**src/logic/video_cfg.svh**
```systemverilog
`ifndef VIDEO_CFG_SVH
`define VIDEO_CFG_SVH

// Line buffer geometry.
`define VID_ADDR_WIDTH 11 // Must be 9 or more.
`define ROW_LSB 9 // Column is below this bit, row is above.

// Horizontal 640x480 timing in pixel_clk cycles.
`define H_ACTIVE 640
`define H_FRONT 16
`define H_SYNC 96
`define H_BACK 48

// Vertical 640x480 timing in lines.
`define V_ACTIVE 480
`define V_FRONT 10
`define V_SYNC 2
`define V_BACK 33

`endif
```
**src/logic/video_pkg.sv**
```systemverilog
`default_nettype none
`include "video_cfg.svh"

package video_pkg;

	typedef logic [23:0] pixel_word_t; // Blue 23:16, green 15:8, red 7:0.
	typedef logic [7:0] color_t; // One colour channel.

	typedef logic [`VID_ADDR_WIDTH-1:0] buf_addr_t; // Row above ROW_LSB, column below.

	typedef logic [9:0] hcount_t; // Count inside a horizontal phase.
	typedef logic [9:0] vcount_t; // Line number in the frame.

	// Horizontal phase of the raster.
	typedef enum logic [1:0] {
		active,
		front,
		sync,
		back
	} line_state_t;

endpackage

`default_nettype wire

```
**src/logic/scale_addr_gen.sv**
```systemverilog
`timescale 1ns/10ps
`default_nettype none
`include "video_cfg.svh"

module scale_addr_gen
	import video_pkg::*;
(
	input wire logic pixel_clk,
	input wire logic pixel_reset,
	input wire logic fetch_next,
	input wire logic next_line,
	input wire logic next_field,
	output buf_addr_t video_addr
);

	localparam int ROW_BITS = `VID_ADDR_WIDTH - `ROW_LSB;

	// 640/480 = 4/3 horizontally, 480/320 = 3/2 vertically.
	logic [1:0] col_skip; // Column repeats on count 3.
	logic [1:0] row_skip; // Row repeats on count 2.
	logic [`ROW_LSB-1:0] col; // Source column.
	logic [ROW_BITS-1:0] row; // Source row, wraps over the buffer.

	always_ff @(posedge pixel_clk) begin
		if (pixel_reset) begin
			col_skip <= '0;
			row_skip <= '0;
			col <= '0;
			row <= '0;
		end else if (next_field) begin
			col_skip <= '0; // New frame starts at row 0.
			row_skip <= '0;
			col <= '0;
			row <= '0;
		end else if (next_line) begin
			col_skip <= '0;
			row_skip <= (row_skip == 2'd2) ? 2'd0 : row_skip + 2'd1;
			if (row_skip != 2'd2) begin
				row <= row + 1'b1; // Two of three lines step.
			end
			col <= '0; // Back to column 0.
		end else if (fetch_next) begin
			col_skip <= col_skip + 2'd1; // Wraps every 4 pixels.
			if (col_skip != 2'd3) begin
				col <= col + 1'b1; // Three of four pixels step.
			end
		end
	end

	assign video_addr = {row, col};

	// Modulo-3 counter stays in range.
	assert property (@(posedge pixel_clk) disable iff (pixel_reset) row_skip != 2'd3);

endmodule

`default_nettype wire

```
**config.mk**
```make
export PLATFORM = sky130hd
export DESIGN_NAME = scale_addr_gen
export DESIGN_NICKNAME = d
export VERILOG_FILES = /design/src/logic/video_pkg.sv /design/src/logic/scale_addr_gen.sv
export VERILOG_INCLUDE_DIRS = /design/src /design/src/logic
export SDC_FILE = /design/constraint.sdc
export NUM_CORES = 1
export LEC_CHECK = 0
export BUFFER_PORTS_ARGS = -buffer_cell sky130_fd_sc_hd__buf_2
export CAP_MARGIN = 20
export CELL_PAD_IN_SITES_DETAIL_PLACEMENT = 1
export CELL_PAD_IN_SITES_GLOBAL_PLACEMENT = 1
export CORE_MARGIN = 4
export CORE_UTILIZATION = 37
export CTS_BUF_LIST = sky130_fd_sc_hd__clkbuf_16
export DETAILED_ROUTE_END_ITERATION = 8
export GPL_TIMING_DRIVEN = 0
export PLACE_DENSITY = 0.74
export SLEW_MARGIN = 20
export SYNTH_ARGS = -nofsm -noshare
export SYNTH_HDL_FRONTEND = slang
export SYNTH_SLANG_ARGS = --single-unit
```
**constraint.sdc**
```tcl
create_clock -name pixel_clk -period 1.8 [get_ports pixel_clk]
set_input_delay 0.27 -clock pixel_clk [delete_from_list [all_inputs] [get_ports pixel_clk]]
set_output_delay 0.27 -clock pixel_clk [all_outputs]
set_load 0.01 [all_outputs]
```
==> flow_metrics.tcl <==
set metrics [dict create \
    status "completed" \
    share_clk_of_total_power_pct 52.7 \
    post_synth.cell_area_avg_um2 9.29 \
    finClkSkew_ns 0.00401 \
    cp_max_fo 10 \
    min_path_cells 3 \
    yosys.cell_types.count 26 \
    final_number_of_hold_violating_endpoints 0 \
    place_hpwl_mm 1.19 \
    design.final.nets 101 \
    gr-total-overflow 0 \
    r2r_slack_ns 0.23 \
    ff2ff_path_depth 4 \
    num_antenna_cells 0 \
    placed_cell_area_um2 798 \
    routed-via-count 618 \
    cts_made_buffers 3 \
    p_per_area_mw_per_mm2 913 \
    sw_frac_of_total_pct 19.1 \
    reg2reg_to "col[7]" \
    slew_violations 0 \
    detail_route.iter0.violations 3 \
    post-route-period-util_pct 87.4 \
    power.total_mw 0.801 \
    die_area_mm2 0.00264 \
    tritoncts "built" \
    clock_sink_count 15 \
    criticalPathCategory "reg2reg" \
    r2r_start "col_skip[0]" \
    number_of_storage_elements_in_the_synthesis_netlist 15 \
    post_layout_nonfiller_instances 118 \
    pwr-share-seq_pct 42.6 \
    final_common_cell "sky130_fd_sc_hd__dfxtp_1" \
    timing.max_slew.rel_slack_pct 71.7 \
    most-common-layout-cells "15 x sky130_fd_sc_hd__dfxtp_1, 14 x sky130_fd_sc_hd__buf_2, 8 x sky130_fd_sc_hd__a21oi_1" \
    post_cts_resize_count 0 \
    maximum_clock_insertion_buffer_count 2 \
    placement.setup.worst_slack_ns 0.210 \
    finalInstanceArea_um2 877 \
    place_congestion 0.669 \
    internal-power_mw 0.648 \
    combPwrFrac_pct 4.7 \
    drive_gt1_share_pct 21.5 \
    antenna_found_initial 0 \
    worst_setup_hold_path_clk_slew_ns 0.05 \
    die_width_um 51.4 \
    unrepaired_setup_endpoints_after_global_routing "false" \
    worst_hold_path.endpoint "col_skip[0]" \
    grt_start_max_net_pins 11 \
    final_core_utilization_pct 49.7 \
    ys.warnings.count 0 \
    worst_pin_slew_ns 0.425 \
    hold_path_startpoint "fetch_next" \
    holdWs_ns 0.313 \
    core_mm2 0.00176 \
    ant_nets 0 \
    io_buffer_count 14 \
    grt_first_pass_wirelength_mm 2.44 \
    total_switching_power_mw 0.153 \
    post_cts_hold_buffer_count 0 \
    ioPinCount 16 \
    setup_viol 0 \
    static_leakage_nw 0.356 \
    detail_route.wl_per_cell_um 13.0 \
    required_time_of_the_critical_path_ns 1.97 \
    setup.worst_path.start_class "flip-flop" \
    insertion_delay_of_the_later_clocked_pin_in_the_worst_skew_pair_ns 0.24 \
    fillerInstances 217 \
    cap_viol_max_count 0 \
    grt_pass1_vias 594 \
    fmax_mhz 636 \
    drt-pass1-iter-count 3 \
    postCtsSetupBuffers 0 \
    cts.root.buffer_cell "sky130_fd_sc_hd__clkbuf_16" \
    syn-instance-count 75 \
    dieHeight_um 51.4 \
    period_needed_ns 1.57 \
    synth_seq_area_share_pct 43.1 \
    synth_nets 82 \
    initial_core_util_pct 39.5 \
    via_per_inst 5.24 \
    cts_max_level 1 \
    post-place-cells 114 \
    critPathCaptureType "flip-flop" \
    timing.setup.tns_ns 0 \
    ir_drop_mv 0.807 \
    netlist_area_um2 697 \
    final.setup.worst_slack_ns 0.227 \
    drc 0 \
    routed_wirelength_mm 1.54 \
    hold_path.class "in2reg" \
    critical_path_arrival_ns 1.74 \
    track_usage_pct 12.9 \
    std_cell_rows 15 \
    areaGrowthSynthToFinish_pct 25.9 \
]
## Yosys cell counts
cell type	number	share of area, %
sky130_fd_sc_hd__a21oi_1	8	5.7
sky130_fd_sc_hd__buf_6	1	1.6
sky130_fd_sc_hd__clkbuf_1	1	0.54
sky130_fd_sc_hd__dfxtp_1	15	43
sky130_fd_sc_hd__ha_1	2	3.6
sky130_fd_sc_hd__inv_1	4	2.2
sky130_fd_sc_hd__mux2i_1	2	2.9
sky130_fd_sc_hd__nand2_1	3	1.6
sky130_fd_sc_hd__nand2b_1	2	1.8
sky130_fd_sc_hd__nand3_1	1	0.72
sky130_fd_sc_hd__nand3b_1	3	3.2
sky130_fd_sc_hd__nand4_1	1	0.90
sky130_fd_sc_hd__nand4b_4	1	3.4
sky130_fd_sc_hd__nor2_1	6	3.2
sky130_fd_sc_hd__nor2b_1	2	1.8
sky130_fd_sc_hd__nor3_1	1	0.72
sky130_fd_sc_hd__nor3b_1	1	1.1
sky130_fd_sc_hd__o21ai_0	3	2.2
sky130_fd_sc_hd__o311ai_0	2	2.5
sky130_fd_sc_hd__o31ai_1	3	3.2
sky130_fd_sc_hd__o41ai_1	2	2.5
sky130_fd_sc_hd__or2_2	1	0.90
sky130_fd_sc_hd__or3_1	4	3.6
sky130_fd_sc_hd__or4_1	3	3.2
sky130_fd_sc_hd__xnor2_1	2	2.5
sky130_fd_sc_hd__xor2_1	1	1.3
## how the worst max path moves through the flow
stage	start	to	slack [ns]	depth (start not counted)
final	col_skip[0]	col[7]	0.23	4
after global routing	col_skip[0]	col[7]	0.15	4
after CTS	col_skip[0]	col[7]	0.20	4
after detailed placement	col_skip[0]	col[7]	0.21	4
after global placement	col_skip[0]	col[7]	0.29	4
after floorplan	col_skip[0]	col[7]	0.37	4
## worst max-delay path: stages, from the launching register on
cell	delay, ns
sky130_fd_sc_hd__dfxtp_1	0.32
sky130_fd_sc_hd__ha_1	0.24
sky130_fd_sc_hd__nand4b_4	0.24
sky130_fd_sc_hd__or4_1	0.53
sky130_fd_sc_hd__a21oi_1	0.17
## power groups by stage
stage | Clock, mW | Sequential [mW] | Combinational, mW
final | 0.422 | 0.341 | 0.0373
after global routing | 0.449 | 0.341 | 0.0418
after CTS | 0.431 | 0.341 | 0.0384
after detailed placement | 0 | 0.348 | 0.0381
after global placement | 0 | 0.347 | 0.0364
after floorplan | 0 | 0.348 | 0.0247
## registers in the layout, indices dropped and copies added (netlist names)
| signal | count |
|---|---|
| col | 9 |
| row | 2 |
| col_skip | 2 |
| row_skip | 2 |
## routing by layer
layer / track usage (%) / up-vias / share of wire, %
li1: - / 310 / -
met1: 13.0 / 294 / 43
met3: 6.41 / 2 / 5.2
met2: 22.9 / 12 / 50
met5: 0 / - / 0
met4: 3.93 / 0 / 0.78
## layout make-up
cell class              instances  area (µm²)  share of cell area (%)
multi-input cells              54         367                    41.8
well taps                      25        31.3                    3.57
clock inverters                 1        3.75                   0.428
clock buffers                   3        75.1                    8.56
plain buffers                   2        15.0                    1.71
inverters                       4        15.0                    1.71
flip-flops and latches         15         300                    34.2
repair buffers                 14        70.1                    7.99
## cells by family after synthesis
kind of cell,Yosys count,share of synthesized area (%)
simple gates,29,26.2
compound gates,18,16.2
flops,15,43.1
buf+inv,6,4.31
xor+xnor,3,3.77
mux,2,2.87
fa+ha+maj,2,3.59
(Power assumes the default switching activity.)
