--- src/logic/video_cfg.svh ---
`ifndef VIDEO_CFG_SVH
`define VIDEO_CFG_SVH

// Line buffer geometry.
`define VID_ADDR_WIDTH 11 // Must be 9 or more.
`define ROW_LSB 9 // Column is below this bit, row is above.

// Horizontal 640x480 timing in pixel_clk cycles.
`define H_ACTIVE 640
`define H_FRONT 16
`define H_SYNC 96
`define H_BACK 48

// Vertical 640x480 timing in lines.
`define V_ACTIVE 480
`define V_FRONT 10
`define V_SYNC 2
`define V_BACK 33

`endif
--- src/logic/video_pkg.sv ---
`default_nettype none
`include "video_cfg.svh"

package video_pkg;

	typedef logic [23:0] pixel_word_t; // Blue 23:16, green 15:8, red 7:0.
	typedef logic [7:0] color_t; // One colour channel.

	typedef logic [`VID_ADDR_WIDTH-1:0] buf_addr_t; // Row above ROW_LSB, column below.

	typedef logic [9:0] hcount_t; // Count inside a horizontal phase.
	typedef logic [9:0] vcount_t; // Line number in the frame.

	// Horizontal phase of the raster.
	typedef enum logic [1:0] {
		active,
		front,
		sync,
		back
	} line_state_t;

endpackage

`default_nettype wire

--- src/logic/pixel_formatter.sv ---
`timescale 1ns/10ps
`default_nettype none

module pixel_formatter
	import video_pkg::*;
(
	input wire logic pixel_clk,
	input wire logic pixel_reset,
	input wire pixel_word_t video_data,
	input wire logic de_raw,
	input wire logic hsync_raw,
	input wire logic vsync_raw,
	output color_t red,
	output color_t green,
	output color_t blue,
	output logic de,
	output logic hsync,
	output logic vsync
);

	logic de_d1; // Lines up with video_data.
	logic hsync_d1;
	logic vsync_d1;

	// Two stage delay of the raw levels.
	always_ff @(posedge pixel_clk) begin
		if (pixel_reset) begin
			de_d1 <= 1'b0;
			hsync_d1 <= 1'b1; // Sync idles high.
			vsync_d1 <= 1'b1;
			de <= 1'b0;
			hsync <= 1'b1;
			vsync <= 1'b1;
		end else begin
			de_d1 <= de_raw;
			hsync_d1 <= hsync_raw;
			vsync_d1 <= vsync_raw;
			de <= de_d1;
			hsync <= hsync_d1;
			vsync <= vsync_d1;
		end
	end

	// Colour register is black outside the visible area.
	always_ff @(posedge pixel_clk) begin
		if (de_d1) begin
			red <= video_data[7:0];
			green <= video_data[15:8];
			blue <= video_data[23:16];
		end else begin
			red <= '0;
			green <= '0;
			blue <= '0;
		end
	end

endmodule

`default_nettype wire

--- config.mk ---
export PLATFORM = sky130hd
export DESIGN_NAME = pixel_formatter
export DESIGN_NICKNAME = d
export VERILOG_FILES = /design/src/logic/video_pkg.sv /design/src/logic/pixel_formatter.sv
export VERILOG_INCLUDE_DIRS = /design/src /design/src/logic
export SDC_FILE = /design/constraint.sdc
export NUM_CORES = 1
export LEC_CHECK = 0
export BUFFER_PORTS_ARGS = -buffer_cell sky130_fd_sc_hd__clkbuf_2
export CORE_MARGIN = 2
export CORE_UTILIZATION = 38
export CTS_CLUSTER_DIAMETER = 200
export DETAILED_ROUTE_END_ITERATION = 7
export GPL_TIMING_DRIVEN = 0
export PLACE_DENSITY = 0.8
export SLEW_MARGIN = 20
export SYNTH_ARGS = -nofsm -noshare
export SYNTH_HDL_FRONTEND = slang
export SYNTH_SLANG_ARGS = --single-unit
--- constraint.sdc ---
create_clock -name pixel_clk -period 0.9 [get_ports pixel_clk]
set_clock_uncertainty 0.1 [all_clocks]
set_input_delay 0.09 -clock pixel_clk [delete_from_list [all_inputs] [get_ports pixel_clk]]
set_output_delay 0.09 -clock pixel_clk [all_outputs]
set_load 0.01 [all_outputs]
==> impl_metrics.env, run 1 <==
export IMPL_synthCells=62
export IMPL_hold_viol=6
export IMPL_grt_use_total_pct=19.5
export IMPL_min_period_ns=0.976
export IMPL_clock_path_buffers=2
export IMPL_hold_depth=2
export IMPL_hold_ws_ns=-0.0911
export IMPL_worstPathMaxFanout=1
export IMPL_portBuffers=55
export IMPL_start_util_pct=40.9
export IMPL_grt_max_degree=11
export IMPL_path_cells="buf_2"
export IMPL_arrival_ns=0.79
export IMPL_crit_path_start_kind="register"
export IMPL_grt_pass1_wl_um=3430
export IMPL_timing_fmax_mhz=1020
export IMPL_wl_per_cell_um=13.6
export IMPL_drt_iter0_markers=6
export IMPL_r2r_cells=2
export IMPL_firstDrtPassIters=4
export IMPL_reg2reg_from="de_d1"
export IMPL_rows=16
export IMPL_die_y_um=50.2
export IMPL_coreArea_um2=1980
export IMPL_ff2ff_setup_slack_ns=0.04
export IMPL_post_dp_hpwl_um=1230
export IMPL_fin_ws_ns=-0.0761
export IMPL_wl_um=2430
export IMPL_relSlewSlack_pct=89.9
export IMPL_p_leak_nw=0.770
export IMPL_netlist_area_um2=811
export IMPL_vias=744
export IMPL_drv_slew=0
export IMPL_die_area_um2=2520
export IMPL_r2r_end="blue[1]"
export IMPL_clockRootBuffer="clkbuf_4"
export IMPL_vias_per_cell=4.16
export IMPL_fin_setup_tns_ns=-1.22
export IMPL_critPathTopFamily="flip-flops"
export IMPL_cp_endpoint="blue[5]"
export IMPL_required_ns=0.71
export IMPL_rsz0062_at_grt="yes"
export IMPL_cts_setup_buffers=0
export IMPL_finalNetCount=180
export IMPL_ant_nets=0
export IMPL_area_growth_pct=93.2
export IMPL_num_fill_cells=118
export IMPL_violations="negative hold slack, negative setup slack"
export IMPL_clk_latency_ns=0.31
export IMPL_critPathSlowestCell="dfxtp_1"
export IMPL_grt_pass1_vias=763
export IMPL_status="finished, violations left"
export IMPL_syn_area_per_cell_um2=13.1
export IMPL_pin_count=56
export IMPL_worst_pin_slew_ns=0.151
export IMPL_hold_buffers=28
export IMPL_drive_gt1_share_pct=54.6
export IMPL_overflow=0
export IMPL_place_congestion=0.649
export IMPL_cts_sinks=30
export IMPL_ir_drop_mv=1.38
export IMPL_yosysSeqAreaShare_pct=74.1
export IMPL_path_buf_inv=1
export IMPL_end_kind="output port"
export IMPL_cts_made_buffers=5
export IMPL_crit_type="reg -> out"
export IMPL_htreeDepth=2
export IMPL_path_clk_slew_ns=0.09
export IMPL_p_total_mw=2.74
export IMPL_antenna_found_initial=0
export IMPL_crit_cells=1
export IMPL_drc=0
export IMPL_die_w_um=50.2
export IMPL_drv_cap=0
export IMPL_holdCritPathClass="in -> reg"
export IMPL_yosys_warnings=0
export IMPL_diodes=0
export IMPL_cts_tree="yes"
export IMPL_setup_viol=27
export IMPL_cp_slowest_stage_delay_ns=0.33
export IMPL_powerDensity_nw_per_um2=1750
export IMPL_ys_types=5
export IMPL_ys_ff_latch=30
export IMPL_synth_nets=91
export IMPL_critPathLaunch="blue[5]"
export IMPL_fin_crit_sh_pct=108
synthesized netlist by cell type (all sizes together):
library cell / n / share of area, %
and2: 24 / 19
buf: 2 / 2.8
dfxtp: 30 / 74
nor2b: 2 / 1.5
or2: 4 / 3.1
through the flow:
step                      hold WS, ns  utilization [%]  cells  instance area, µm²  worst slack, ns
final                         -0.0911             79.0    179                1570          -0.0761
after global routing           -0.109             79.0    179                1570           -0.122
after CTS                       0.320             74.7    180                1480          -0.0803
after detailed placement        0.176             56.5    144                1120           0.0125
after global placement          0.179             56.5    144                1120           0.0467
after floorplan                0.0616                -     62                 811            0.105
where the power goes:
| part | internal [mW] | total [mW] | switching (mW) | leakage, nW |
|---|---|---|---|---|
| combinational | 0.210 | 0.315 | 0.105 | 0.474 |
| clock | 0.575 | 1.02 | 0.444 | 0.0450 |
| sequential | 1.39 | 1.41 | 0.0232 | 0.251 |
| total | 2.17 | 2.74 | 0.572 | 0.770 |
layout by cell type, fill, tap and decap left out, drive strengths merged:
master	count
and2	24
buf	29
bufinv	1
clkbuf	33
clkinv	2
dfxtp	30
dlygate4sd3	27
nor2b	2
or2	4
area by class of cell:
cell class                 instances  area, µm²  share of cell area (%)
clock buffer                       5       37.5                    2.40
buffer                             2       22.5                    1.44
tap                               27       33.8                    2.16
clock inverter                     3       40.0                    2.56
timing repair buffer              82        627                    40.0
sequential                        30        618                    39.5
multi-input combinational         30        188                    12.0
state kept, by name, indices dropped and copies added (netlist names):
name / flops
de_d1: 1
hsync: 1
red: 8
de: 1
hsync_d1: 1
vsync: 1
blue: 8
green: 8
vsync_d1: 1
worst min-delay path by stage:
| stage | startpoint | endpoint | slack, ns |
|---|---|---|---|
| global route | pixel_reset | de_d1 | -0.11 |
| detailed placement | vsync_raw | vsync_d1 | 0.18 |
| CTS | vsync_d1 | vsync | 0.32 |
| global placement | vsync_raw | vsync_d1 | 0.18 |
| finish | pixel_reset | de_d1 | -0.09 |
| floorplan | pixel_reset | de | 0.06 |
logic make-up (layout without fill, tap and decap cells):
group	after synthesis	in the layout	synth area share (%)
buffers and inverters	2	92	2.78
DFF	30	30	74.1
and+or+nand+nor	30	30	23.1
layer usage:
metal	vias to the layer above	wire [µm]	GRT usage, %
met1	339	817	17.2
li1	365	-	-
met2	34	1440	36.0
met4	0	61	11.1
met5	-	0	0
met3	6	108	8.63
repair_timing:
action / 4_1_cts / 5_1_grt
gates resized for setup: 3 / 51
endpoints found under the hold margin: 30 / 6
setup endpoints to repair: 29 / 31
(Power assumes the default switching activity.)
==> run 2, diff against run 1 <==
REMOVE_ABC_BUFFERS = 1   (was not set)
==> impl_metrics.env, run 2 (same netlist as run 1, synthesis figures left out) <==
export IMPL_clk_latency_ns=0.32
export IMPL_wl_per_cell_um=12.5
export IMPL_final_common_cell="clkbuf_2"
export IMPL_path_cells="buf_6"
export IMPL_die_w_um=50.2
export IMPL_clock_path_buffers=2
export IMPL_drive_gt1_share_pct=52.7
export IMPL_rsz0062_at_grt="yes"
export IMPL_cts_made_buffers=5
export IMPL_switching_power_uw=547
export IMPL_rows=16
export IMPL_drt_iter0_markers=6
export IMPL_htreeDepth=2
export IMPL_crit_type="reg -> out"
export IMPL_hold_depth=2
export IMPL_violations="negative hold slack, negative setup slack"
export IMPL_grt_pass1_vias=815
export IMPL_fin_ws_ns=-0.0695
export IMPL_cp_slowest_stage_delay_ns=0.34
export IMPL_netSwitchingFraction_pct=21.8
export IMPL_hold_ws_ns=-0.0942
export IMPL_crit_path_start_kind="register"
export IMPL_area_growth_pct=87.7
export IMPL_grt_max_degree=26
export IMPL_clockPowerShare_pct=32.0
export IMPL_drv_cap=0
export IMPL_ir_drop_mv=1.49
export IMPL_fin_setup_tns_ns=-1.08
export IMPL_min_period_ns=0.970
export IMPL_fin_crit_sh_pct=108
export IMPL_r2r_cells=1
export IMPL_worst_pin_slew_ns=0.181
export IMPL_cts_setup_buffers=0
export IMPL_drv_slew=0
export IMPL_utilization_pct=76.8
export IMPL_seq_power_share_pct=56.3
export IMPL_holdCritPathClass="in -> reg"
export IMPL_arrival_ns=0.78
export IMPL_required_ns=0.71
export IMPL_die_y_um=50.2
export IMPL_finalNetCount=178
export IMPL_setup_viol=27
export IMPL_cts_tree="yes"
export IMPL_ant_nets=0
export IMPL_intPower_mw=1.96
export IMPL_worstPathMaxFanout=1
export IMPL_start_util_pct=40.9
export IMPL_antenna_found_initial=0
export IMPL_num_fill_cells=118
export IMPL_place_congestion=0.680
export IMPL_p_leak_nw=0.745
export IMPL_reg_top3="blue (8), green (8), red (8)"
export IMPL_die_area_um2=2520
export IMPL_portBuffers=55
export IMPL_clockRootBuffer="clkbuf_4"
export IMPL_path_buf_inv=1
export IMPL_vias=731
export IMPL_drc=0
export IMPL_timing_fmax_mhz=1030
export IMPL_critPathSlowestCell="dfxtp_2"
export IMPL_cts_sinks=30
export IMPL_wl_um=2210
export IMPL_overflow=0
export IMPL_vias_per_cell=4.13
export IMPL_relSlewSlack_pct=87.9
export IMPL_powerDensity_nw_per_um2=1650
export IMPL_final_cell_mix="clkbuf_2 (28), dlygate4sd3_1 (27), and2_1 (24), dfxtp_1 (17), buf_2 (15)"
export IMPL_critPathTopFamily="flip-flops"
export IMPL_grt_use_total_pct=18.0
export IMPL_diodes=0
export IMPL_coreArea_um2=1980
export IMPL_grt_pass1_wl_um=3250
export IMPL_pwr_share_comb_pct=11.7
export IMPL_status="finished, violations left"
export IMPL_end_kind="output port"
export IMPL_pin_count=56
export IMPL_firstDrtPassIters=2
export IMPL_path_clk_slew_ns=0.09
export IMPL_hold_buffers=28
export IMPL_hold_viol=6
export IMPL_crit_cells=1
run 2: final cells by class:
| class | count | area [µm²] | share of cell area, % |
|---|---|---|---|
| sequential | 30 | 619 | 40.7 |
| multi-input combinational | 30 | 188 | 12.3 |
| clock buffer | 7 | 55.1 | 3.62 |
| tap | 27 | 33.8 | 2.22 |
| clock inverter | 1 | 5.00 | 0.329 |
| timing repair buffer | 82 | 621 | 40.8 |
run 2: worst paths after layout:
check / to / from / slack, ns
max: de / de / -0.07
min: de_d1 / pixel_reset / -0.09
max reg2reg: de / de_d1 / 0.08
min reg2reg: hsync / hsync_d1 / 0.34
run 2: routing by layer:
metal | routed length, µm | global-route usage (%) | vias up
met5 | 0 | 0 | -
met4 | 72 | 11.1 | 0
met3 | 245 | 11.9 | 10
met2 | 1090 | 30.0 | 44
met1 | 809 | 15.8 | 316
li1 | - | - | 361
run 2: timing repair:
item,in CTS,in global routing
cloned,0,0
endpoints found under the hold margin,30,6
setup endpoints to repair,52,56
resized for setup,1,52
run 2: stage by stage:
| step | power, mW | hold WS, ns | instance area (µm²) | setup WS, ns | std cells |
|---|---|---|---|---|---|
| after CTS | 2.49 | 0.317 | 1440 | -0.0773 | 178 |
| after global placement | 1.60 | 0.175 | 1100 | -0.139 | 142 |
| after detailed placement | 1.60 | 0.183 | 1100 | -0.170 | 142 |
| after global routing | 2.65 | -0.115 | 1520 | -0.123 | 177 |
| after floorplan | 1.49 | 0.0616 | 788 | 0.0607 | 60 |
| final | 2.51 | -0.0942 | 1520 | -0.0695 | 177 |
run 2: power by group through the flow:
stage               sequential, mW  clock [mW]  combinational, mW
floorplan                     1.46           0             0.0336
global placement              1.43           0              0.162
detailed placement            1.44           0              0.168
CTS                           1.41       0.817              0.262
global route                  1.42       0.910              0.314
finish                        1.41       0.804              0.292
==> run 3, diff against run 2 <==
PLACE_DENSITY = not set   (was 0.8)
PLACE_DENSITY_LB_ADDON = 0.3   (was not set)
==> impl_metrics.env, run 3 (same netlist as run 1, synthesis figures left out) <==
export IMPL_status="finished, violations left"
export IMPL_violations="negative hold slack, negative setup slack"
export IMPL_hold_viol=6
export IMPL_overflow=0
export IMPL_hold_buffers=27
export IMPL_clk_latency_ns=0.30
export IMPL_crit_cells=1
export IMPL_grt_max_degree=26
export IMPL_cts_sinks=30
export IMPL_cts_tree="yes"
export IMPL_wl_per_cell_um=10.3
export IMPL_crit_path_start_kind="register"
export IMPL_fin_ws_ns=-0.0366
export IMPL_r2r_cells=1
export IMPL_utilization_pct=74.6
export IMPL_p_leak_nw=0.729
export IMPL_ir_drop_mv=0.977
export IMPL_fin_area_um2=1480
export IMPL_grt_pass1_vias=694
export IMPL_path_cells="buf_2"
export IMPL_arrival_ns=0.75
export IMPL_min_period_ns=0.937
export IMPL_finalNetCount=177
export IMPL_end_kind="output port"
export IMPL_hold_ws_ns=-0.102
export IMPL_final_cell_mix="dlygate4sd3_1 (27), clkbuf_2 (27), and2_1 (24), dfxtp_1 (20), buf_2 (18)"
export IMPL_cp_endpoint="blue[2]"
export IMPL_clock_path_buffers=2
export IMPL_drt_iter0_markers=0
export IMPL_path_clk_slew_ns=0.08
export IMPL_portBuffers=55
export IMPL_grt_pass1_wl_um=2930
export IMPL_drive_gt1_share_pct=49.3
export IMPL_crit_type="reg -> out"
export IMPL_firstDrtPassIters=1
export IMPL_reg_top3="blue (8), green (8), red (8)"
export IMPL_place_inst=142
export IMPL_worstPathMaxFanout=1
export IMPL_antenna_found_initial=0
export IMPL_critPathSlowestCell="dfxtp_1"
export IMPL_die_w_um=50.2
export IMPL_diodes=0
export IMPL_rsz0062_at_grt="yes"
export IMPL_start_util_pct=40.9
export IMPL_cp_slowest_stage_delay_ns=0.32
export IMPL_cts_setup_buffers=0
export IMPL_critPathTopFamily="flip-flops"
export IMPL_place_congestion=0.545
export IMPL_timing_fmax_mhz=1070
export IMPL_ant_nets=0
export IMPL_vias=698
export IMPL_path_buf_inv=1
export IMPL_clockRootBuffer="clkbuf_4"
export IMPL_setup_viol=27
export IMPL_relSlewSlack_pct=88.2
export IMPL_powerDensity_nw_per_um2=1590
export IMPL_htreeDepth=2
export IMPL_instances_no_fill=175
export IMPL_ff2ff_setup_slack_ns=0.12
export IMPL_die_y_um=50.2
export IMPL_fin_setup_tns_ns=-0.629
export IMPL_holdCritPathClass="in -> reg"
export IMPL_dp_slack_ns=-0.190
export IMPL_worst_pin_slew_ns=0.177
export IMPL_placed_area_um2=1100
export IMPL_drc=0
export IMPL_die_area_um2=2520
export IMPL_cts_made_buffers=5
export IMPL_wl_um=1810
export IMPL_r2r_end="red[6]"
export IMPL_num_fill_cells=146
export IMPL_fin_crit_sh_pct=104
export IMPL_coreArea_um2=1980
export IMPL_vias_per_cell=3.99
export IMPL_drv_cap=0
export IMPL_drv_slew=0
export IMPL_area_growth_pct=82.4
export IMPL_rows=16
export IMPL_p_total_mw=2.36
export IMPL_required_ns=0.71
export IMPL_grt_use_total_pct=16.2
export IMPL_pin_count=56
export IMPL_critPathLaunch="blue[2]"
export IMPL_reg2reg_from="de_d1"
run 3: changes by cell type in the layout (fill, tap and decap cells not counted), moves of 3 or more:
cell,change
dfxtp_2,-3
buf_6,-3
buf_2,+3
dfxtp_1,+3
run 3: how the worst min path moves through the flow:
stage | startpoint | end | slack [ns] | cells after the start
2_1_floorplan | pixel_reset | de | 0.06 | 1
4_1_cts | pixel_reset | de_d1 | -0.12 | 2
6_report | pixel_reset | de_d1 | -0.10 | 2
3_5_place_dp | hsync_raw | hsync_d1 | 0.17 | 2
5_1_grt | pixel_reset | de_d1 | -0.11 | 2
3_3_place_gp | hsync_raw | hsync_d1 | 0.17 | 2
run 3: area by class of cell:
type,count,area [µm²],area share (%)
Clock buffer,7,45.0,3.05
Sequential cell,30,616,41.6
Timing Repair Buffer,81,597,40.4
Multi-Input combinational cell,30,188,12.7
Tap cell,27,33.8,2.28
run 3: report_power, final:
| part | leakage [nW] | switching (mW) | internal, mW | total, mW |
|---|---|---|---|---|
| Combinational | 0.454 | 0.0846 | 0.192 | 0.276 |
| Sequential | 0.249 | 0.0254 | 1.38 | 1.41 |
| Clock | 0.0254 | 0.377 | 0.294 | 0.671 |
| Total | 0.729 | 0.487 | 1.87 | 2.36 |
run 3: timing repair:
item,in CTS,in global routing
endpoints found under the hold margin,30,6
setup endpoints to repair,52,53
gates resized for setup,2,45
gates cloned,0,0
run 3: routing by layer:
layer / vias to the layer above / track usage (%) / part of all wire (%)
met4: 0 / 6.94 / 0.61
met1: 303 / 14.1 / 35
met5: - / 0 / 0
met3: 2 / 6.85 / 7.8
met2: 38 / 31.4 / 57
li1: 355 / - / -
