$ cat config.mk
export PLATFORM = sky130hd
export DESIGN_NAME = video_timing
export DESIGN_NICKNAME = d
export VERILOG_FILES = /design/src/logic/video_pkg.sv /design/src/logic/video_timing.sv
export VERILOG_INCLUDE_DIRS = /design/src /design/src/logic
export SDC_FILE = /design/constraint.sdc
export NUM_CORES = 1
export LEC_CHECK = 0
export ABC_AREA = 1
export BUFFER_PORTS_ARGS = -buffer_cell sky130_fd_sc_hd__buf_2
export CORE_AREA = 5 5 55 57
export DETAILED_ROUTE_END_ITERATION = 12
export DIE_AREA = 0 0 60 62
export GPL_TIMING_DRIVEN = 0
export HOLD_SLACK_MARGIN = 0.08
export PLACE_DENSITY = 0.74
export SYNTH_ARGS = -nofsm -noshare
export SYNTH_HDL_FRONTEND = slang
export SYNTH_SLANG_ARGS = --single-unit
$ cat constraint.sdc
create_clock -name clk -period 2.2 [get_ports clk]
set_clock_uncertainty 0.05 [all_clocks]
set_input_delay 0.44 -clock clk [delete_from_list [all_inputs] [get_ports clk]]
set_output_delay 0.44 -clock clk [all_outputs]
set_load 0.03 [all_outputs]
$ cat src/logic/video_cfg.svh
`ifndef VIDEO_CFG_SVH
`define VIDEO_CFG_SVH

// Line buffer geometry.
`define VID_ADDR_WIDTH 11 // Must be 9 or more.
`define ROW_LSB 9 // Column is below this bit, row is above.

// Horizontal 640x480 timing in pixel_clk cycles.
`define H_ACTIVE 640
`define H_FRONT 16
`define H_SYNC 96
`define H_BACK 48

// Vertical 640x480 timing in lines.
`define V_ACTIVE 480
`define V_FRONT 10
`define V_SYNC 2
`define V_BACK 33

`endif
$ cat src/logic/video_pkg.sv
`default_nettype none
`include "video_cfg.svh"

package video_pkg;

	typedef logic [23:0] pixel_word_t; // Blue 23:16, green 15:8, red 7:0.
	typedef logic [7:0] color_t; // One colour channel.

	typedef logic [`VID_ADDR_WIDTH-1:0] buf_addr_t; // Row above ROW_LSB, column below.

	typedef logic [9:0] hcount_t; // Count inside a horizontal phase.
	typedef logic [9:0] vcount_t; // Line number in the frame.

	// Horizontal phase of the raster.
	typedef enum logic [1:0] {
		active,
		front,
		sync,
		back
	} line_state_t;

endpackage

`default_nettype wire

$ cat src/logic/video_timing.sv
`timescale 1ns/10ps
`default_nettype none
`include "video_cfg.svh"

module video_timing
	import video_pkg::*;
(
	input wire logic clk,
	input wire logic pixel_reset,
	output logic fetch_next,
	output logic next_line,
	output logic next_field,
	output logic de_raw,
	output logic hsync_raw,
	output logic vsync_raw
);

	localparam int V_TOTAL = `V_ACTIVE + `V_FRONT + `V_SYNC + `V_BACK;
	localparam vcount_t V_SYNC_FIRST = vcount_t'(`V_ACTIVE + `V_FRONT);
	localparam vcount_t V_SYNC_END = vcount_t'(`V_ACTIVE + `V_FRONT + `V_SYNC);
	localparam vcount_t V_LAST = vcount_t'(V_TOTAL - 1);

	line_state_t state; // Horizontal phase.
	line_state_t state_next;
	hcount_t hcount; // Cycle inside the current phase.
	hcount_t phase_last; // Last count of the current phase.
	vcount_t vcount; // Current line.
	logic phase_done;
	logic active_line;

	always_comb begin
		case (state)
			active: phase_last = hcount_t'(`H_ACTIVE - 1);
			front: phase_last = hcount_t'(`H_FRONT - 1);
			sync: phase_last = hcount_t'(`H_SYNC - 1);
			default: phase_last = hcount_t'(`H_BACK - 1);
		endcase
	end

	always_comb begin
		case (state)
			active: state_next = front;
			front: state_next = sync;
			sync: state_next = back;
			default: state_next = active; // Back porch closes the line.
		endcase
	end

	assign phase_done = (hcount == phase_last);
	assign active_line = (vcount < vcount_t'(`V_ACTIVE));

	always_ff @(posedge clk) begin
		if (pixel_reset) begin
			state <= active; // Start at pixel 0 of line 0.
			hcount <= '0;
			vcount <= '0;
		end else begin
			if (phase_done) begin
				state <= state_next;
				hcount <= '0;
			end else begin
				hcount <= hcount + 1'b1;
			end
			if (phase_done && state == back) begin // End of line.
				vcount <= (vcount == V_LAST) ? '0 : vcount + 1'b1;
			end
		end
	end

	// Strobes for the address generator.
	assign fetch_next = (state == active) && active_line; // One per visible pixel.
	assign next_line = (state == front) && (hcount == '0) && active_line;
	assign next_field = (state == active) && (hcount == '0) && (vcount == V_SYNC_FIRST);

	// Raw video levels aligned with hcount.
	assign de_raw = fetch_next; // Visible area equals the fetch window.
	assign hsync_raw = (state != sync); // Active low.
	assign vsync_raw = !((vcount >= V_SYNC_FIRST) && (vcount < V_SYNC_END)); // Active low.

	// A line step always follows the last fetch of the line directly.
	assert property (@(posedge clk) disable iff (pixel_reset)
		next_line |-> !fetch_next && $past(fetch_next));

endmodule

`default_nettype wire

==> metrics.md, run 1 <==
| Metric | Value |
|---|---|
| Status | completed |
| CP max FO | 9 |
| Non-Filler Instances | 244 |
| Post-Synth XOR/XNOR Area | 3.196% |
| Final setup margin | 0.1089 ns |
| First-pass GRT wire length | 4.926 mm |
| Pins Over Slew Limit | 0 |
| Die Y | 62 um |
| Dpl cells | 240 |
| Worst Path Required | 1.71 ns |
| Starting Density | 56.33% |
| Clock-pin transition on the worst setup and hold timing paths | 0.12 ns |
| Per-cell routed wire length | 11.17 um |
| Clk root buf | clkbuf_4 |
| Most common cell after layout, fill and taps aside | nand2_1 |
| Post-DP Area | 0.001448 mm2 |
| Leak Pwr | 0.5913 nW |
| Die ar. | 0.003720 mm2 |
| WHS Endpoint | state[1] |
| Total CTS buffers | 3 |
| Detail Placement HPWL | 2.084 mm |
| CTS tree | built |
| Period minus WS final | 2.091 ns |
| RSZ-0062 raised after global routing | yes |
| Most frequent cells in the layout | nand2_1, inv_1, dfxtp_1, nor2_1, a21oi_1 |
| Synthesis-to-layout area growth | 10.32% |
| Pre-CTS WS | 0.3574 ns |
| Largest net degree at the start of global routing | 14 |
| Largest family of logic cells by synthesized area | simple AND/OR/NAND/NOR gates |
| Worst skew pair latency | 0.30 ns |
| Final Hold Vio Count | 0 |
| Routed vias/inst | 5.057 |
| TritonCTS Sinks | 22 |
| Register-to-Register Setup Slack | 0.34 ns |
| Maximum VDD drop | 0.0005897 V |
| Reg-to-reg startpoint | state[0] |
| Critical R2R Capture | state[0] |
| ANT cells | 0 |
| Setup violations, final | 0 |
| CORE AREA | 0.002432 mm2 |
| Vias | 1234 |
| Met1 Use GR | 18.80% |
| Worst Hold Launch | pixel_reset |
| Met3 usage | 4.959% |
| Gr usage total | 17.40% |
| FFs w/ async S/R, synth | 0% |
| Maximum clock frequency | 478.2 MHz |
| M2 GR Usage | 32.25% |
| Worst reg2reg path depth | 10 |
| Top FF cell, synth | dfxtp_1 |
| Final worst-path cycle share | 95.05% |
| Die X | 60 um |
| Clk buf depth | 2 |
| Critical path startpoint category | flip-flop |
| Cells after Synth | 203 |
| HP Class | in2reg |
| Fillers | 243 |
| Max-cap viol count | 0 |
| Adder-Cell Fraction of Synth Area | 7.306% |
| H-tree Lvls | 1 |
| Synth Area in Compound Gates | 10.05% |
| WS Path Type | reg2out |
| # IOs | 8 |
| Register bit total from synthesis | 22 |
| Busiest metal layer after global routing | met2 |
| RD Place Congestion | 0.8635 |
| Worst slew pin tran | 0.5501 ns |
| Multi-input logic area | 773.2 um2 |
| Max-slew headroom | 63.32% |
| Hold path cells | 4 |
| Setup Buffers After CTS | 0 |
| Number of global-route vias before repair | 1224 |
| Design Area, Final | 0.001511 mm2 |
| Yosys warnings | 0 |
| Routed Wire Length | 2.725 mm |
| Simple-Gate Fraction of Synth Area | 35.34% |
| I/O Buffers | 7 |
| Netlist cell types | 26 |
| Routed Antenna Nets | 0 |
| Pwr dens | 489.3 mW/mm2 |
| Worst Hold Slack | 0.3994 ns |
| Syn Nets | 213 |
| Syn Std Cell Area | 0.001370 mm2 |
| NumNets Final | 225 |
| DRC viols | 0 |
| Seq/Total Area, Yosys | 32.15% |
| Rows | 18 |
| Antenna violations before repair | 0 |
| Sequential Area | 441.7 um2 |
| Worst EP arrival | 1.60 ns |
| Layout cells sized above 1 | 15.89% |
| GR Overflow Total | 0 |
| Syn Area/Cell | 6.749 um2 |
| Worst setup EP type | output port |
| Overall power | 739.6 uW |
| Number of DRC markers in iteration 0 | 82 |
| Mux share of post-synthesis cell area | 0% |
| EDFF count, synth | 0 |
| DR pass1 iterations | 4 |
-- critical path, cell delays in order, from the launching register on --
cell and delay, ns:
dfxtp_1 0.33, clkbuf_4 0.18, nand2_1 0.09, o21ai_0 0.30
nor2_1 0.09, buf_4 0.14, buf_2 0.17
-- layer usage --
metal,routed length [um],vias to the layer above
li1,-,667
met1,1146,544
met2,1469,21
met3,92,2
met4,16,0
met5,0,-
-- cell type report --
| type | count | share of cell area [%] |
|---|---|---|
| Buffer | 5 | 2.483 |
| Clock buffer | 3 | 1.490 |
| Clock inverter | 1 | 1.987 |
| Inverter | 33 | 8.527 |
| Multi-Input combinational cell | 143 | 51.16 |
| Sequential cell | 22 | 29.22 |
| Tap cell | 30 | 2.483 |
| Timing Repair Buffer | 7 | 2.649 |
-- power by group --
group / internal, mW / switching (mW) / total [mW]
logic: 0.00788 / 0.0164 / 0.0243
clock network: 0.184 / 0.123 / 0.307
registers: 0.403 / 0.00513 / 0.408
total: 0.595 / 0.145 / 0.740
-- logic make-up after synthesis --
| family | count (synthesis) |
|---|---|
| adder cells (fa/ha/maj) | 8 |
| AND/OR/NAND/NOR | 106 |
| XOR/XNOR | 5 |
| flip-flops | 22 |
| AO/OA/AOI/OAI | 24 |
| buffers and inverters | 38 |
-- worst max path at each step --
stage                    from         end  slack, ns  cells past startpoint
finish              vcount[5]  fetch_next       0.11                      6
global route        vcount[5]  next_field      -0.02                      6
CTS                 vcount[5]  next_field       0.03                      6
detailed placement   state[0]    state[0]       0.36                     10
global placement    vcount[5]  next_field       0.36                      6
floorplan           vcount[5]  next_field       0.09                      5
-- cell usage after synthesis (all sizes together), types with 4 or more instances --
| library cell | instances | area share, % |
|---|---|---|
| nand2 | 56 | 16 |
| inv | 32 | 8.8 |
| dfxtp | 22 | 32 |
| nor2 | 20 | 5.8 |
| a21oi | 19 | 8.0 |
| nand3 | 12 | 5.1 |
| nor3 | 10 | 4.7 |
| ha | 8 | 7.3 |
| nand4 | 6 | 2.7 |
| buf | 4 | 2.3 |
| o21ai | 4 | 1.5 |
| xor2 | 4 | 2.6 |
-- registers in the layout, indices dropped and copies added, names as in the netlist --
| name | cells |
|---|---|
| hcount | 10 |
| state | 2 |
| vcount | 10 |
-- per-stage QoR --
stage                     TNS [ns]  utilization (%)
after global placement           0            59.52
after global routing      -0.03475            62.14
final                            0            62.14
after CTS                        0            61.78
after detailed placement         0            59.52
after floorplan                  0                -
-- what timing repair did --
| action | in CTS | in global routing |
|---|---|---|
| hold buffers | 0 | 0 |
| gates resized for setup | 1 | 4 |
| endpoints found under the setup margin | 1 | 3 |
| pin swaps | 0 | 2 |
No activity file was read; power rests on OpenSTA's default activity.
==> run 2: changes to the inputs <==
==> constraint.sdc (replaced) <==
create_clock -name clk -period 2.21 [get_ports clk]
set_clock_uncertainty 0.05 [all_clocks]
set_input_delay 0.442 -clock clk [delete_from_list [all_inputs] [get_ports clk]]
set_output_delay 0.442 -clock clk [all_outputs]
set_load 0.03 [all_outputs]
==> run 2 against run 1 <==
Sequential share of layout area is 0.14 points lower. First-iteration DRC count fell by 9.8%. Critical path depth unchanged. Global-route usage is the same. Non-clock buffer count up 1. Setup slack improved by 0.047 ns. Utilization up 0.31 points. Hold slack better by 0.0020 ns. Via count is 0.41% higher. Critical endpoint unchanged. Highest routed layer unchanged.
==> metrics.md, run 2 (synthesis results as in run 1) <==
| Metric | Value |
|---|---|
| Register-to-Register Setup Slack | 0.35 ns |
| Highest routed layer | met4 |
| Antenna violations before repair | 0 |
| Die ar. | 0.003720 mm2 |
| Final worst-path cycle share | 92.92% |
| RSZ-0062 raised after global routing | yes |
| Post-route core utilization | 62.45% |
| Starting Density | 56.33% |
| I/O Buffers | 7 |
| HP Class | in2reg |
| Vias | 1239 |
| DR pass1 iterations | 4 |
| Critical R2R Capture | state[0] |
| NumNets Final | 226 |
| Dpl cells | 240 |
| Layout cells sized above 1 | 16.28% |
| M1 WL | 1.159 mm |
| WHS Endpoint | state[1] |
| WS Path Type | reg2out |
| Worst Hold Launch | pixel_reset |
| GR Overflow Total | 0 |
| Clock-pin transition on the worst setup and hold timing paths | 0.12 ns |
| Setup violations, final | 0 |
| Number of DRC markers in iteration 0 | 74 |
| Largest regs | hcount: 10 flops, vcount: 10 flops, state: 2 flops |
| # IOs | 8 |
| Max-cap viol count | 0 |
| TritonCTS Sinks | 22 |
| Met3 WL | 77 um |
| Clk root buf | clkbuf_4 |
| Total negative slack | 0 ns |
| Die Y | 62 um |
| Maximum VDD drop | 0.0005866 V |
| H-tree Lvls | 1 |
| Largest net degree at the start of global routing | 14 |
| Die X | 60 um |
| Routed Antenna Nets | 0 |
| Max-slew headroom | 63.74% |
| WL met2 | 1.444 mm |
| Post-DP Area | 0.001448 mm2 |
| Routed Wire Length | 2.712 mm |
| Non-Filler Instances | 245 |
| Pins Over Slew Limit | 0 |
| Period minus WS final | 2.054 ns |
| ANT cells | 0 |
| Most frequent cells in the layout | nand2_1, inv_1, dfxtp_1, nor2_1, a21oi_1 |
| Per-cell routed wire length | 11.07 um |
| Routed vias/inst | 5.057 |
| Detail Placement HPWL | 2.084 mm |
| Critical path startpoint category | flip-flop |
| CORE AREA | 0.002432 mm2 |
| First-pass GRT wire length | 4.926 mm |
| Clk buf depth | 2 |
| DRC viols | 0 |
| Reg-to-reg startpoint | state[0] |
| Pwr dens | 484.7 mW/mm2 |
| Worst Path Required | 1.72 ns |
| Gr usage total | 17.40% |
| Number of global-route vias before repair | 1224 |
| Status | completed |
| CTS tree | built |
| Worst setup EP type | output port |
| Rows | 18 |
| Worst skew pair latency | 0.30 ns |
| Design Area, Final | 0.001519 mm2 |
| RD Place Congestion | 0.8635 |
| Hold path cells | 4 |
| Multi-input logic area | 773.2 um2 |
| Final Hold Vio Count | 0 |
| Worst reg2reg path depth | 10 |
| Most common cell after layout, fill and taps aside | nand2_1 |
| CP max FO | 5 |
| Fillers | 240 |
| Sequential Area | 441.7 um2 |
| Worst EP arrival | 1.56 ns |
| Leak Pwr | 0.5955 nW |
| Total CTS buffers | 3 |
| Synthesis-to-layout area growth | 10.87% |
| Worst Hold Slack | 0.4014 ns |
| Maximum clock frequency | 486.9 MHz |
| Worst slew pin tran | 0.5439 ns |
## run 2: changes by cell type in the layout (fill, tap and decap cells not counted)
cell   before  now
buf_4       4    5
## run 2: area by class of cell
type	instances	area share (%)
Tap cell	30	2.471
Timing Repair Buffer	8	3.130
Buffer	5	2.471
Clock buffer	3	1.483
Sequential cell	22	29.08
Inverter	33	8.484
Multi-Input combinational cell	143	50.91
Clock inverter	1	1.977
## run 2: through the flow
| step | setup slack, ns | power, mW |
|---|---|---|
| after floorplan | 0.1019 | 0.4320 |
| after global placement | 0.3712 | 0.4385 |
| after detailed placement | 0.3674 | 0.4400 |
| after CTS | 0.007719 | 0.7493 |
| after global routing | -0.002522 | 0.7767 |
| final | 0.1564 | 0.7363 |
## run 2: worst max path at each step
stage | cells past startpoint | startpoint | slack (ns) | endpoint
after CTS | 6 | vcount[5] | 0.008 | next_field
after global placement | 6 | vcount[5] | 0.37 | next_field
after floorplan | 5 | vcount[5] | 0.10 | next_field
final | 6 | state[0] | 0.16 | fetch_next
after detailed placement | 10 | state[0] | 0.37 | state[0]
after global routing | 4 | hcount[6] | -0.003 | next_line
## run 2: routing by layer
layer	vias up	GRT usage (%)
met1	547	18.80
met3	4	4.959
met4	0	6.329
met2	20	32.25
met5	-	0
li1	668	-
## run 2: what timing repair did
action,CTS,global route
setup endpoints to repair,0,3
hold buffers,0,0
setup buffers,0,1
hold endpoints to repair,0,0
gates resized for setup,0,6
## run 2: worst max-delay path, cell delays in order, from the launching register on
cell and delay [ns]:
dfxtp_1 0.43, inv_1 0.12, ha_1 0.25, inv_1 0.10, nor2_1 0.06, buf_4 0.13
buf_2 0.16
## run 2: power by group
group | internal (mW) | total (mW) | switching [mW]
clock | 0.183 | 0.306 | 0.123
combinational | 0.00785 | 0.0242 | 0.0163
sequential | 0.401 | 0.406 | 0.00515
total | 0.592 | 0.736 | 0.144
==> run 3: changes to the inputs <==
--- a/config.mk
+++ b/config.mk
@@ -6,14 +6,14 @@
 export SDC_FILE = /design/constraint.sdc
 export NUM_CORES = 1
 export LEC_CHECK = 0
-export ABC_AREA = 1
+export ABC_AREA = 0
 export BUFFER_PORTS_ARGS = -buffer_cell sky130_fd_sc_hd__buf_2
-export CORE_AREA = 5 5 55 57
+export CORE_AREA = 5 5 54 56
 export DETAILED_ROUTE_END_ITERATION = 12
-export DIE_AREA = 0 0 60 62
+export DIE_AREA = 0 0 59 61
 export GPL_TIMING_DRIVEN = 0
 export HOLD_SLACK_MARGIN = 0.08
-export PLACE_DENSITY = 0.74
+export PLACE_DENSITY = 0.75
 export SYNTH_ARGS = -nofsm -noshare
 export SYNTH_HDL_FRONTEND = slang
 export SYNTH_SLANG_ARGS = --single-unit
==> run 3 against run 2 <==
Critical path type unchanged. Sequential power about the same. Fmax is 4.8% lower. Non-clock buffer count up 3. Clock power increased by 3%. Sequential cell count unchanged. Utilization up 0.34 points. Highest routed layer unchanged. Hold slack worse by 0.025 ns. Wire length grew 8.4%. Die area down 3.3%. Sequential share of layout area up 0.56 points. Via count decreased by 3.0%.
==> metrics.md, run 3 <==
| Metric | Value |
|---|---|
| Worst slew pin tran | 0.4738 ns |
| Clock-pin transition on the worst setup and hold timing paths | 0.14 ns |
| Per-cell routed wire length | 14.77 um |
| Clk root buf | clkbuf_4 |
| Number of DRC markers in iteration 0 | 69 |
| Cells after Synth | 157 |
| Routed vias/inst | 6.040 |
| Post-route core utilization | 62.79% |
| Worst Hold Launch | pixel_reset |
| RD Place Congestion | 0.8202 |
| Syn Nets | 167 |
| Detail Placement HPWL | 2.141 mm |
| Leak Pwr | 0.5325 nW |
| Total CTS buffers | 3 |
| FFs w/ async S/R, synth | 0% |
| Pwr dens | 502.4 mW/mm2 |
| Starting Density | 55.61% |
| Number of global-route vias before repair | 1213 |
| Top FF cell, synth | dfxtp_1 |
| CTS tree | built |
| Synth area leaders | dfxtp_1, ha_1, inv_1 |
| Max-cap viol count | 0 |
| Syn Std Cell Area | 0.001328 mm2 |
| EDFF count, synth | 0 |
| Top-area cell type share of the netlist area | 33.18% |
| CP max FO | 9 |
| Maximum clock frequency | 463.5 MHz |
| Die X | 59 um |
| TritonCTS Sinks | 22 |
| Clk buf depth | 2 |
| Routed Wire Length | 2.940 mm |
| Seq/Total Area, Yosys | 33.18% |
| Worst skew pair latency | 0.32 ns |
| Most frequent cells in the layout | dfxtp_1, inv_1, nor2_1 |
| Most common cell after layout, fill and taps aside | dfxtp_1 |
| Synth area leader | dfxtp_1 |
| Setup violations, final | 0 |
| Overall power | 753.1 uW |
| RSZ-0062 raised after global routing | yes |
| Worst path buffer plus inverter count | 2 |
| Period minus WS final | 2.158 ns |
| DR pass1 iterations | 4 |
| Pins Over Slew Limit | 0 |
| Crit path largest cell delay | 0.32 ns |
| Top Family by Delay on Critical Path | simple AND/OR/NAND/NOR gates |
| Antenna violations before repair | 0 |
| Die ar. | 0.003599 mm2 |
| Vias | 1202 |
| Die Y | 61 um |
| # IOs | 8 |
| Worst Path Required | 1.72 ns |
| Largest regs | hcount: 10 flops, vcount: 10 flops, state: 2 flops |
| Top cell by count, worst path | nor4b_2 |
| Netlist cell types | 41 |
| Total negative slack | 0 ns |
| GR Overflow Total | 0 |
| Maximum VDD drop | 0.0004832 V |
| ANT cells | 0 |
| I/O Buffers | 7 |
| Most common cell in the netlist | dfxtp_1 |
| NumNets Final | 180 |
| Yosys warnings | 0 |
| First-pass GRT wire length | 4.961 mm |
| Worst setup EP type | output port |
| CORE AREA | 0.002387 mm2 |
| Reg-to-reg startpoint | state[0] |
| Critical-path cell list | buf_2 -> nor4b_2 -> nand3_1 -> nor4b_2 -> buf_4 |
| Status | completed |
| Layout cells sized above 1 | 17.16% |
| WS Path Type | reg2out |
| Crit path max-delay cell type | dfxtp_1 |
| Gr usage total | 17.42% |
| DRC viols | 0 |
| Worst EP arrival | 1.67 ns |
| H-tree Lvls | 1 |
| Largest net degree at the start of global routing | 14 |
| Worst Hold Slack | 0.3763 ns |
| Routed Antenna Nets | 0 |
| HP Class | in2reg |
| Final Hold Vio Count | 0 |
| Synthesis-to-layout area growth | 12.91% |
| Critical path startpoint category | flip-flop |
| Final worst-path cycle share | 97.63% |
| Syn Area/Cell | 8.456 um2 |
| Register bit total from synthesis | 22 |
| Top cells by count, synth | dfxtp_1, inv_1, nor2_1 |
| Critical Path Source | hcount[4] |
| Rows | 18 |
| Max-slew headroom | 68.42% |
-- run 3: cell count changes after synthesis, moves of 4 or more --
cell and change:
a21oi_1 -9, nand2b_1 +4, or4_1 +5, or3_1 +5, a21oi_2 -4, o32ai_1 +4
nand2_1 -51, and4_1 +4, a211oi_1 +6, nor2_1 -6, inv_1 -14
-- run 3: kinds of logic (layout without fill, tap and decap cells) --
logic type | count (synthesis) | after routing | synth area share (%)
AND/OR/NAND/NOR | 64 | 64 | 29.88
buffers and inverters | 24 | 36 | 7.351
adder cells (fa/ha/maj) | 8 | 8 | 7.540
flip-flops | 22 | 22 | 33.18
XOR/XNOR | 10 | 10 | 7.163
AO/OA/AOI/OAI | 29 | 29 | 14.89
-- run 3: routing by layer --
layer / global-route usage, % / share of wire, % / vias to the layer above
li1: - / - / 592
met3: 2.340 / 4.1 / 6
met2: 31.23 / 52 / 31
met5: 0 / 0 / -
met1: 20.15 / 43 / 573
met4: 9.061 / 1.0 / 0
-- run 3: path summary, 6_finish.rpt --
| path | endpoint | slack [ns] | depth (start not counted) |
|---|---|---|---|
| max | next_line | 0.05 | 5 |
| min | vcount[7] | 0.38 | 3 |
| min reg2reg | hcount[0] | 0.47 | 2 |
| max reg2reg | vcount[6] | 0.12 | 6 |
-- run 3: worst register-to-register path: cells and delay by family, from the launching register on --
family | cells | cell delay [ns]
flops | 1 | 0.40
xor+xnor | 1 | 0.21
fa+ha+maj | 1 | 0.35
simple gates | 2 | 0.75
compound gates | 1 | 0.16
buf+inv | 1 | 0.08
-- run 3: cell type report --
type	count	area [um2]
repair buffers	8	47.55
flip-flops and latches	22	444.2
clock buffers	3	22.52
multi-input cells	111	818.3
inverters	16	60.06
fillers	218	888.4
well taps	30	37.54
clock inverters	1	30.03
plain buffers	8	38.79
-- run 3: through the flow --
step / setup WS, ns / instance area, um2 / cells
after global placement: 0.1749 / 1400 / 194
after global routing: -0.08992 / 1499 / 199
after CTS: 0.007753 / 1486 / 199
final: 0.05238 / 1499 / 199
after floorplan: -0.1611 / 1328 / 157
after detailed placement: 0.08743 / 1400 / 194
-- run 3: where the power goes --
| part | switching, mW | internal, mW |
|---|---|---|
| combinational | 0.0188 | 0.0133 |
| sequential | 0.00434 | 0.402 |
| clock | 0.131 | 0.183 |
-- run 3: timing repair --
item                                    4_1_cts  5_1_grt
endpoints found under the setup margin        2       21
hold buffers                                  0        0
buffers inserted                              1        0
pin swaps                                     3        2
resized for setup                             7        6
